`src/logic/sau_pkg.sv`:
```
// SIMD integer unit package with the shared widths, opcodes, precisions, modes and fault codes
package sau_pkg;

	// ========================================
	// Datapath types
	// ========================================

	// One full 64-bit operand, target or result word
	typedef logic [63:0] word_t;

	// One bit per byte lane, used for the merge mask and the write enables
	typedef logic [7:0] byte_mask_t;

	// Architectural destination register number
	typedef logic [5:0] regno_t;

	// Opaque tag that travels with an instruction through the unit
	typedef logic [3:0] tag_t;

	// ========================================
	// Operation encodings
	// ========================================

	typedef logic [3:0] opcode_t;

	// Plain wrapping arithmetic and logic
	localparam opcode_t OP_ADD  = 4'd0;
	localparam opcode_t OP_SUB  = 4'd1;
	localparam opcode_t OP_AND  = 4'd2;
	localparam opcode_t OP_OR   = 4'd3;
	localparam opcode_t OP_XOR  = 4'd4;

	// Shifts take their amount from the low bits of the lane's b operand
	localparam opcode_t OP_SLL  = 4'd5;
	localparam opcode_t OP_SRL  = 4'd6;

	// Add and subtract that trap on signed overflow inside the lane
	localparam opcode_t OP_ADDV = 4'd7;
	localparam opcode_t OP_SUBV = 4'd8;

	// Lane precision, code 3 is reserved and must not be issued
	typedef logic [1:0] prec_t;

	localparam prec_t PREC_WYDE  = 2'd0;
	localparam prec_t PREC_TETRA = 2'd1;
	localparam prec_t PREC_OCTA  = 2'd2;

	// Operating mode, ordered from least to most privileged
	typedef logic [1:0] mode_t;

	localparam mode_t MODE_APP    = 2'd0;
	localparam mode_t MODE_SUPER  = 2'd1;
	localparam mode_t MODE_HYPER  = 2'd2;
	localparam mode_t MODE_SECURE = 2'd3;

	// ========================================
	// Faults and register classes
	// ========================================

	typedef logic [3:0] fault_t;

	localparam fault_t FLT_NONE     = 4'd0;
	localparam fault_t FLT_OVERFLOW = 4'd1;
	localparam fault_t FLT_ILLEGAL  = 4'd2;

	// Eight fault slots, slot k in bits 4k+3 down to 4k
	typedef logic [31:0] exc_vec_t;

	// Registers in this range need a privileged mode for a full write
	localparam regno_t PRIV_REG_FIRST = 6'd56;
	localparam regno_t PRIV_REG_LAST  = 6'd63;

endpackage

```
`src/logic/sau_issue_ctrl.sv`:
```
// Issue control that pipelines done, destination and tag and derives the byte write enables
module sau_issue_ctrl (
	input  logic                clk,
	input  logic                rst_i,
	input  logic                issue_i,
	input  sau_pkg::prec_t      prec_i,
	input  sau_pkg::regno_t     rd_i,
	input  sau_pkg::mode_t      mode_i,
	input  sau_pkg::tag_t       tag_i,
	output logic                done_o,
	output sau_pkg::byte_mask_t we_o,
	output sau_pkg::regno_t     rd_o,
	output sau_pkg::tag_t       tag_o
);
	import sau_pkg::*;

	byte_mask_t we_next;
	logic       priv_rd;

	// ========================================
	// Write enable decode
	// ========================================

	// The top eight registers are the privileged block
	assign priv_rd = (rd_i >= PRIV_REG_FIRST) && (rd_i <= PRIV_REG_LAST);

	// Register 0 is hardwired, privileged registers open up one byte
	// more per mode level, and secure mode writes all of them
	always_comb begin
		we_next = 8'hFF;
		if (rd_i == '0) begin
			we_next = 8'h00;
		end else if (priv_rd) begin
			case (mode_i)
				MODE_APP:    we_next = 8'h01;
				MODE_SUPER:  we_next = 8'h03;
				MODE_HYPER:  we_next = 8'h07;
				MODE_SECURE: we_next = 8'hFF;
			endcase
		end
	end

	// ========================================
	// Pipeline registers
	// ========================================

	// Done and write enables drop on any cycle without an issue
	always_ff @(posedge clk) begin
		if (rst_i) begin
			done_o <= 1'b0;
			we_o   <= '0;
		end else begin
			done_o <= issue_i;
			we_o   <= issue_i ? we_next : '0;
		end
	end

	// Destination and tag only matter while done is high
	always_ff @(posedge clk) begin
		if (issue_i) begin
			rd_o  <= rd_i;
			tag_o <= tag_i;
		end
	end

	// ========================================
	// Issue rules
	// ========================================

	// The merge block would quietly treat code 3 as 64-bit, so it must never issue
	a_legal_prec: assert property (@(posedge clk) disable iff (rst_i)
		issue_i |-> (prec_i <= PREC_OCTA));

endmodule

```
`src/logic/sau_lane_alu.sv`:
```
// Combinational SIMD lane ALU producing one lane result and its fault code
module sau_lane_alu #(
	parameter int LANE_W = 16
) (
	input  sau_pkg::opcode_t  op_i,
	input  logic [LANE_W-1:0] a_i,
	input  logic [LANE_W-1:0] b_i,
	output logic [LANE_W-1:0] res_o,
	output sau_pkg::fault_t   fault_o
);
	import sau_pkg::*;

	// Enough bits to shift by any amount below the lane width
	localparam int SH_W = $clog2(LANE_W);

	logic [SH_W-1:0]   shamt;
	logic [LANE_W-1:0] sum;
	logic [LANE_W-1:0] diff;
	logic              sign_a;
	logic              sign_b;
	logic              add_ovf;
	logic              sub_ovf;

	// ========================================
	// Shared arithmetic
	// ========================================

	// Shift amount wraps modulo the lane width by dropping the upper bits
	assign shamt = b_i[SH_W-1:0];

	// Both adders wrap inside the lane, carries never leave it
	assign sum  = a_i + b_i;
	assign diff = a_i - b_i;

	assign sign_a = a_i[LANE_W-1];
	assign sign_b = b_i[LANE_W-1];

	// Addition overflows when the operands agree in sign and the sum does not
	assign add_ovf = (sign_a == sign_b) && (sum[LANE_W-1] != sign_a);

	// Subtraction overflows when the operands differ in sign
	// and the difference takes the sign of b
	assign sub_ovf = (sign_a != sign_b) && (diff[LANE_W-1] != sign_a);

	// ========================================
	// Operation select
	// ========================================

	always_comb begin
		res_o   = '0;
		fault_o = FLT_NONE;
		case (op_i)
			OP_ADD: res_o = sum;
			OP_SUB: res_o = diff;
			OP_AND: res_o = a_i & b_i;
			OP_OR:  res_o = a_i | b_i;
			OP_XOR: res_o = a_i ^ b_i;
			// Logical shifts, zeros come in from either end
			OP_SLL: res_o = a_i << shamt;
			OP_SRL: res_o = a_i >> shamt;
			OP_ADDV: begin
				res_o = sum;
				if (add_ovf) begin
					fault_o = FLT_OVERFLOW;
				end
			end
			OP_SUBV: begin
				res_o = diff;
				if (sub_ovf) begin
					fault_o = FLT_OVERFLOW;
				end
			end
			default: begin
				// Undefined opcode leaves the result at zero
				fault_o = FLT_ILLEGAL;
			end
		endcase
	end

endmodule

```
`src/logic/sau_lane_merge.sv`:
```
// Lane result merge that picks the precision, applies the byte mask and squashes masked faults
module sau_lane_merge (
	input  logic               clk,
	input  logic               rst_i,
	input  sau_pkg::prec_t     prec_i,
	input  sau_pkg::word_t     res16_i,
	input  sau_pkg::word_t     res32_i,
	input  sau_pkg::word_t     res64_i,
	input  sau_pkg::exc_vec_t  exc16_i,
	input  sau_pkg::exc_vec_t  exc32_i,
	input  sau_pkg::exc_vec_t  exc64_i,
	input  sau_pkg::word_t     t_i,
	input  sau_pkg::byte_mask_t mask_i,
	input  logic               zero_i,
	output sau_pkg::word_t     result_o,
	output sau_pkg::exc_vec_t  exc_o
);
	import sau_pkg::*;

	localparam int FW     = $bits(fault_t);
	localparam int NSLOT  = $bits(exc_vec_t) / FW;
	localparam int NBYTE  = $bits(byte_mask_t);

	word_t      sel_res;
	exc_vec_t   sel_exc;
	word_t      merged;
	exc_vec_t   squashed;
	logic [3:0] wyde_full;
	logic [1:0] tetra_full;
	logic [NSLOT-1:0] slot_full;

	// ========================================
	// Precision select
	// ========================================

	// The reserved precision code falls back to the 64-bit lane
	always_comb begin
		case (prec_i)
			PREC_WYDE: begin
				sel_res = res16_i;
				sel_exc = exc16_i;
			end
			PREC_TETRA: begin
				sel_res = res32_i;
				sel_exc = exc32_i;
			end
			default: begin
				sel_res = res64_i;
				sel_exc = exc64_i;
			end
		endcase
	end

	// ========================================
	// Byte mask merge
	// ========================================

	// A masked byte keeps the old target, or reads as zero when zeroing is on
	for (genvar j = 0; j < NBYTE; j++) begin : g_byte
		assign merged[j*8 +: 8] = mask_i[j] ? (zero_i ? 8'h00 : t_i[j*8 +: 8])
			: sel_res[j*8 +: 8];
	end

	// ========================================
	// Fault squash
	// ========================================

	// A 16-bit lane is fully masked when both of its bytes are masked
	for (genvar w = 0; w < 4; w++) begin : g_wyde
		assign wyde_full[w] = &mask_i[w*2 +: 2];
	end

	// 32-bit lanes cover four bytes each
	for (genvar t = 0; t < 2; t++) begin : g_tetra
		assign tetra_full[t] = &mask_i[t*4 +: 4];
	end

	// Slots past the lane count never see a fault, so their flag stays low
	always_comb begin
		case (prec_i)
			PREC_WYDE:  slot_full = {4'b0000, wyde_full};
			PREC_TETRA: slot_full = {6'b000000, tetra_full};
			default:    slot_full = {7'b0000000, &mask_i};
		endcase
	end

	// A lane that writes none of its bytes cannot raise a fault
	for (genvar k = 0; k < NSLOT; k++) begin : g_slot
		assign squashed[k*FW +: FW] = slot_full[k] ? FLT_NONE : sel_exc[k*FW +: FW];
	end

	// ========================================
	// Output register
	// ========================================

	always_ff @(posedge clk) begin
		if (rst_i) begin
			result_o <= '0;
			exc_o    <= '0;
		end else begin
			result_o <= merged;
			exc_o    <= squashed;
		end
	end

	// ========================================
	// Input checks
	// ========================================

	// The squash only covers real lanes, so slots without a lane must arrive clear
	a_idle_slots_clear: assert property (@(posedge clk) disable iff (rst_i)
		(exc16_i[31:16] == '0) && (exc32_i[31:8] == '0) && (exc64_i[31:4] == '0));

endmodule

```
`src/logic/sau_top.sv`:
```
// Top level of the 64-bit SIMD integer unit with lane ALUs at 16, 32 and 64 bits
module sau_top (
	input  logic                clk,
	input  logic                rst_i,
	input  logic                issue_i,
	input  sau_pkg::opcode_t    op_i,
	input  sau_pkg::prec_t      prec_i,
	input  sau_pkg::word_t      a_i,
	input  sau_pkg::word_t      b_i,
	input  sau_pkg::word_t      t_i,
	input  sau_pkg::byte_mask_t mask_i,
	input  logic                zero_i,
	input  sau_pkg::regno_t     rd_i,
	input  sau_pkg::mode_t      mode_i,
	input  sau_pkg::tag_t       tag_i,
	output logic                done_o,
	output sau_pkg::word_t      result_o,
	output sau_pkg::exc_vec_t   exc_o,
	output sau_pkg::byte_mask_t we_o,
	output sau_pkg::regno_t     rd_o,
	output sau_pkg::tag_t       tag_o
);
	import sau_pkg::*;

	// Lane counts at each width over the fixed 64-bit word
	localparam int N16   = $bits(word_t) / 16;
	localparam int N32   = $bits(word_t) / 32;
	localparam int N64   = $bits(word_t) / 64;
	localparam int FW    = $bits(fault_t);
	localparam int NSLOT = $bits(exc_vec_t) / FW;

	word_t    res16;
	word_t    res32;
	word_t    res64;
	exc_vec_t exc16;
	exc_vec_t exc32;
	exc_vec_t exc64;

	// ========================================
	// Lane ALUs
	// ========================================

	// All three widths compute in parallel, the merge block picks one
	for (genvar g = 0; g < N16; g++) begin : g_lane16
		sau_lane_alu #(.LANE_W(16)) u_alu (
			.op_i    (op_i),
			.a_i     (a_i[g*16 +: 16]),
			.b_i     (b_i[g*16 +: 16]),
			.res_o   (res16[g*16 +: 16]),
			.fault_o (exc16[g*FW +: FW])
		);
	end

	for (genvar g = 0; g < N32; g++) begin : g_lane32
		sau_lane_alu #(.LANE_W(32)) u_alu (
			.op_i    (op_i),
			.a_i     (a_i[g*32 +: 32]),
			.b_i     (b_i[g*32 +: 32]),
			.res_o   (res32[g*32 +: 32]),
			.fault_o (exc32[g*FW +: FW])
		);
	end

	for (genvar g = 0; g < N64; g++) begin : g_lane64
		sau_lane_alu #(.LANE_W(64)) u_alu (
			.op_i    (op_i),
			.a_i     (a_i[g*64 +: 64]),
			.b_i     (b_i[g*64 +: 64]),
			.res_o   (res64[g*64 +: 64]),
			.fault_o (exc64[g*FW +: FW])
		);
	end

	// Fault slots with no lane behind them read as no fault
	assign exc16[$bits(exc_vec_t)-1:N16*FW] = {(NSLOT - N16){FLT_NONE}};
	assign exc32[$bits(exc_vec_t)-1:N32*FW] = {(NSLOT - N32){FLT_NONE}};
	assign exc64[$bits(exc_vec_t)-1:N64*FW] = {(NSLOT - N64){FLT_NONE}};

	// ========================================
	// Merge and control
	// ========================================

	sau_lane_merge u_merge (
		.clk      (clk),
		.rst_i    (rst_i),
		.prec_i   (prec_i),
		.res16_i  (res16),
		.res32_i  (res32),
		.res64_i  (res64),
		.exc16_i  (exc16),
		.exc32_i  (exc32),
		.exc64_i  (exc64),
		.t_i      (t_i),
		.mask_i   (mask_i),
		.zero_i   (zero_i),
		.result_o (result_o),
		.exc_o    (exc_o)
	);

	sau_issue_ctrl u_issue (
		.clk     (clk),
		.rst_i   (rst_i),
		.issue_i (issue_i),
		.prec_i  (prec_i),
		.rd_i    (rd_i),
		.mode_i  (mode_i),
		.tag_i   (tag_i),
		.done_o  (done_o),
		.we_o    (we_o),
		.rd_o    (rd_o),
		.tag_o   (tag_o)
	);

endmodule

```
`config.mk`:
```
export PLATFORM = sky130hd
export DESIGN_NAME = sau_top
export DESIGN_NICKNAME = d
export VERILOG_FILES = /design/src/logic/sau_pkg.sv /design/src/logic/sau_issue_ctrl.sv /design/src/logic/sau_lane_alu.sv /design/src/logic/sau_lane_merge.sv /design/src/logic/sau_top.sv
export SDC_FILE = /design/constraint.sdc
export NUM_CORES = 2
export LEC_CHECK = 0
export ABC_AREA = 1
export BUFFER_PORTS_ARGS = -buffer_cell sky130_fd_sc_hd__buf_4
export CELL_PAD_IN_SITES_DETAIL_PLACEMENT = 0
export CELL_PAD_IN_SITES_GLOBAL_PLACEMENT = 1
export CORE_UTILIZATION = 35
export DETAILED_ROUTE_END_ITERATION = 6
export PLACE_DENSITY = 0.85
export SYNTH_ARGS = -nofsm -noshare
export SYNTH_HDL_FRONTEND = slang
export SYNTH_SLANG_ARGS = --single-unit
```
`constraint.sdc`:
```
create_clock -name clk -period 3.1 [get_ports clk]
set_clock_uncertainty 0.15 [all_clocks]
set_input_delay 0.62 -clock clk [delete_from_list [all_inputs] [get_ports clk]]
set_output_delay 0.62 -clock clk [all_outputs]
set_load 0.02 [all_outputs]
```
==> run_results.csv <==
group,metric,value,unit
drt,wl_per_cell,26.3,µm
die,std_cell_rows,117,
drt,wl_met1,108000,µm
yosys,synth_enable_flop_cells,10,
yosys,yosysUniqueCellTypes,62,
global_route,grt_pass1_vias,54200,
power_and_ir_drop,leakagePower,0.0294,µW
power_and_ir_drop,p_total,13200,µW
cells_and_area,drive_above_1_share,0.270,
drt,wl_met3,45100,µm
clocking,cts.sinks,87,
clocking,tritoncts,"yes",
placement,io_buffers,312,
clocking,cts-root-buf,"clkbuf_16",
placement,hpwl,233000,µm
yosys,syn-cell-area,36100,µm²
yosys,ys_seq_area_frac,0.0510,
die,die_h,323,µm
sta,drv_slew,0,
drt,vias_per_cell,5.77,
global_route,track_usage,0.508,
run_status,violations,"DRC, setup timing",
drt,drtPass1Iterations,7,
setup_path,crit_path_end_kind,"register",
global_route,grt_max_degree,132,
setup_path,path_class,"in -> reg",
sta,worst_slew_pin_slew,873,ps
yosys,yosys_warnings,0,
global_route,grt-ovfl-total,0,
yosys,avgSynthCellArea,4.86,µm²
power_and_ir_drop,worst_ir_drop_vdd,315,µV
drt,num_vias,60600,
sta,fin_setup_tns,-151,ps
clocking,htreeDepth,3,
yosys,ys_ff_latch,87,
die,fp.dieArea,104000,µm²
drt,drt-total-wl,277000,µm
sta,finalCriticalPeriod,3200,ps
drt,initialDrtViolationCount,9136,
min_path,hold_class,"in -> reg",
yosys,yosysTopAreaCell,"nand2_1",
sta,finalHoldViolCount,0,
global_route,antenna_found_initial,29,
drt,routed-wl-met2,107000,µm
sta,max_freq,312,MHz
die,start_util,0.354,
die,fp.dieW,323,µm
setup_path,cp_data_required_time,3300,ps
setup_path,arrival,3410,ps
power_and_ir_drop,pwr_density_cell,244,nW/µm²
sta,maxSlewHeadroom,0.415,
setup_path,worstPathMaxFanout,6,
setup_path,critPathLaunchType,"primary input",
drt,drc,10,
yosys,yosys_most_used_dff,"dfxtp_1",
run_status,status,"finished with violations",
placement,place_ws,-822,ps
drt,highest_layer,"met5",
yosys,synth.mux.area_fraction,0.00305,
yosys,synth-simple-area-share,0.557,
cells_and_area,nFillCells,11300,
sta,holdWs,240,ps
global_route,grt_pass1_wl,380000,µm
yosys,synth_top_family_by_area,"simple AND/OR/NAND/NOR gates",
yosys,synth_area_leaders,"nand2_1 29%, nand3_1 18%, inv_1 8.8%",
placement,gp_congestion,1.19,
yosys,netlist.area_leader.share,0.294,
yosys,synth_compound_area_frac,0.162,
cells_and_area,nets,9555,
cells_and_area,area_growth_syn_to_layout,49.3,%
yosys,synth_xor_area_frac,0.00364,
clocking,clock_path_buffers,2,
drt,antenna_left,0,
yosys,syn_inst,7435,
clocking,path_clk_slew,90,ps
sta,period_share,1.03,
cells_and_area,final_util,0.529,
run,drv_cap,0,
die,core,102000,µm²
yosys,synthAdderAreaFrac,0.0737,
clocking,numCtsBuffers,9,
sta,setup_violations,5,
sta,rsz0062_at_grt,"yes",
yosys,synthArstFlopShare,0,
die,ioPinCount,337,
sta,fin_ws,-104,ps
[power by group]
part | internal [µW] | leakage (µW) | switching (µW)
clock network | 582 | 0.000150 | 817
registers | 1210 | 0.000730 | 46.4
logic | 3970 | 0.0285 | 6530
[logic make-up after synthesis]
group	Yosys count
AND/OR/NAND/NOR	4764
XOR/XNOR	15
AO/OA/AOI/OAI	1052
adder cells (fa/ha/maj)	208
flip-flops	87
buffers and inverters	1297
multiplexers	11
other	1
[placed cells by master (no fill, tap or decap), types with 119 or more instances in the layout]
cell type | synthesis | layout
inv_1 | 848 | 828
nand2_1 | 2832 | 2754
o21ai_1 | 113 | 119
nor2_1 | 391 | 340
buf_4 | 62 | 1960
ha_1 | 200 | 147
nand3_1 | 1289 | 1269
a21oi_1 | 427 | 399
o21ai_0 | 266 | 248
[layout make-up]
type / count / area, µm² / share of cell area
diodes: 7 / 17.5 / 0.000325
clock buffers: 9 / 225 / 0.00417
clock inverters: 7 / 81.3 / 0.00151
inverters: 914 / 3480 / 0.0644
multi-input cells: 6074 / 30300 / 0.562
flip-flops and latches: 87 / 1840 / 0.0341
well taps: 1368 / 1710 / 0.0317
repair buffers: 2039 / 16300 / 0.302
[layer usage]
metal	GRT usage	vias to the layer above
li1	-	27400
met1	0.663	28000
met2	0.708	4341
met3	0.205	835
met4	0.264	20
met5	0	-
[cells in the mapped netlist (11+ instances only)]
| master | n |
|---|---|
| buf_4 | 62 |
| nand4_1 | 57 |
| dfxtp_1 | 77 |
| o21a_1 | 24 |
| nor2_2 | 24 |
| a21oi_1 | 427 |
| inv_2 | 47 |
| ha_1 | 200 |
| a31oi_1 | 15 |
| or2_1 | 15 |
| or2_2 | 12 |
| o21ai_0 | 266 |
| o21ai_1 | 113 |
| inv_1 | 848 |
| nand2_1 | 2832 |
| and2_1 | 44 |
| buf_1 | 45 |
| o211ai_1 | 69 |
| o22ai_1 | 55 |
| clkbuf_1 | 113 |
| clkinv_1 | 17 |
| o221ai_1 | 20 |
| mux2i_1 | 11 |
| o21bai_1 | 12 |
| xor2_1 | 14 |
| nor3_1 | 49 |
| nor2_1 | 391 |
| buf_2 | 151 |
| nand3_1 | 1289 |
[timing repair]
| action | in CTS | in global routing |
|---|---|---|
| setup endpoints to repair | 27 | 58 |
| setup buffers | 0 | 4 |
| cloned | 1 | 0 |
| pin swaps | 3 | 21 |
| hold buffers | 0 | 0 |
| resized for setup | 48 | 299 |
[path summary, 6_finish.rpt]
check	from	endpoint	slack, ps	cells past startpoint
worst max-delay path	b_i[34]	u_merge.result_o[35]$_SDFF_PP0_	-100	16
worst min-delay path	tag_i[0]	u_issue.tag_o[0]$_DFFE_PP_	240	1
[registers in the layout (all words and copies together), names as in the netlist]
name              count
u_issue.rd_o          6
u_merge.result_o     64
u_merge.exc_o         8
u_issue.done_o        1
u_issue.we_o          4
u_issue.tag_o         4
[critical path, cell delays in order]
cell and delay (ps):
buf_4 120, buf_4 170, ha_1 240, buf_4 150, inv_1 100, nand2_4 100, inv_1 100, buf_4 110
a21oi_1 50, buf_4 130, o211ai_1 700, o21ai_1 220, and3_4 270, nand2_4 110, nand2_2 60, a21oi_1 130
[stage by stage]
| stage | cell area [µm²] | cells |
|---|---|---|
| 2_1_floorplan | 36300 | 7458 |
| 3_3_place_gp | 52200 | 10500 |
| 3_5_place_dp | 52200 | 10500 |
| 4_1_cts | 52700 | 10500 |
| 5_1_grt | 53900 | 10500 |
| 6_report | 53900 | 10500 |
Power figures use the tool's default switching activity.
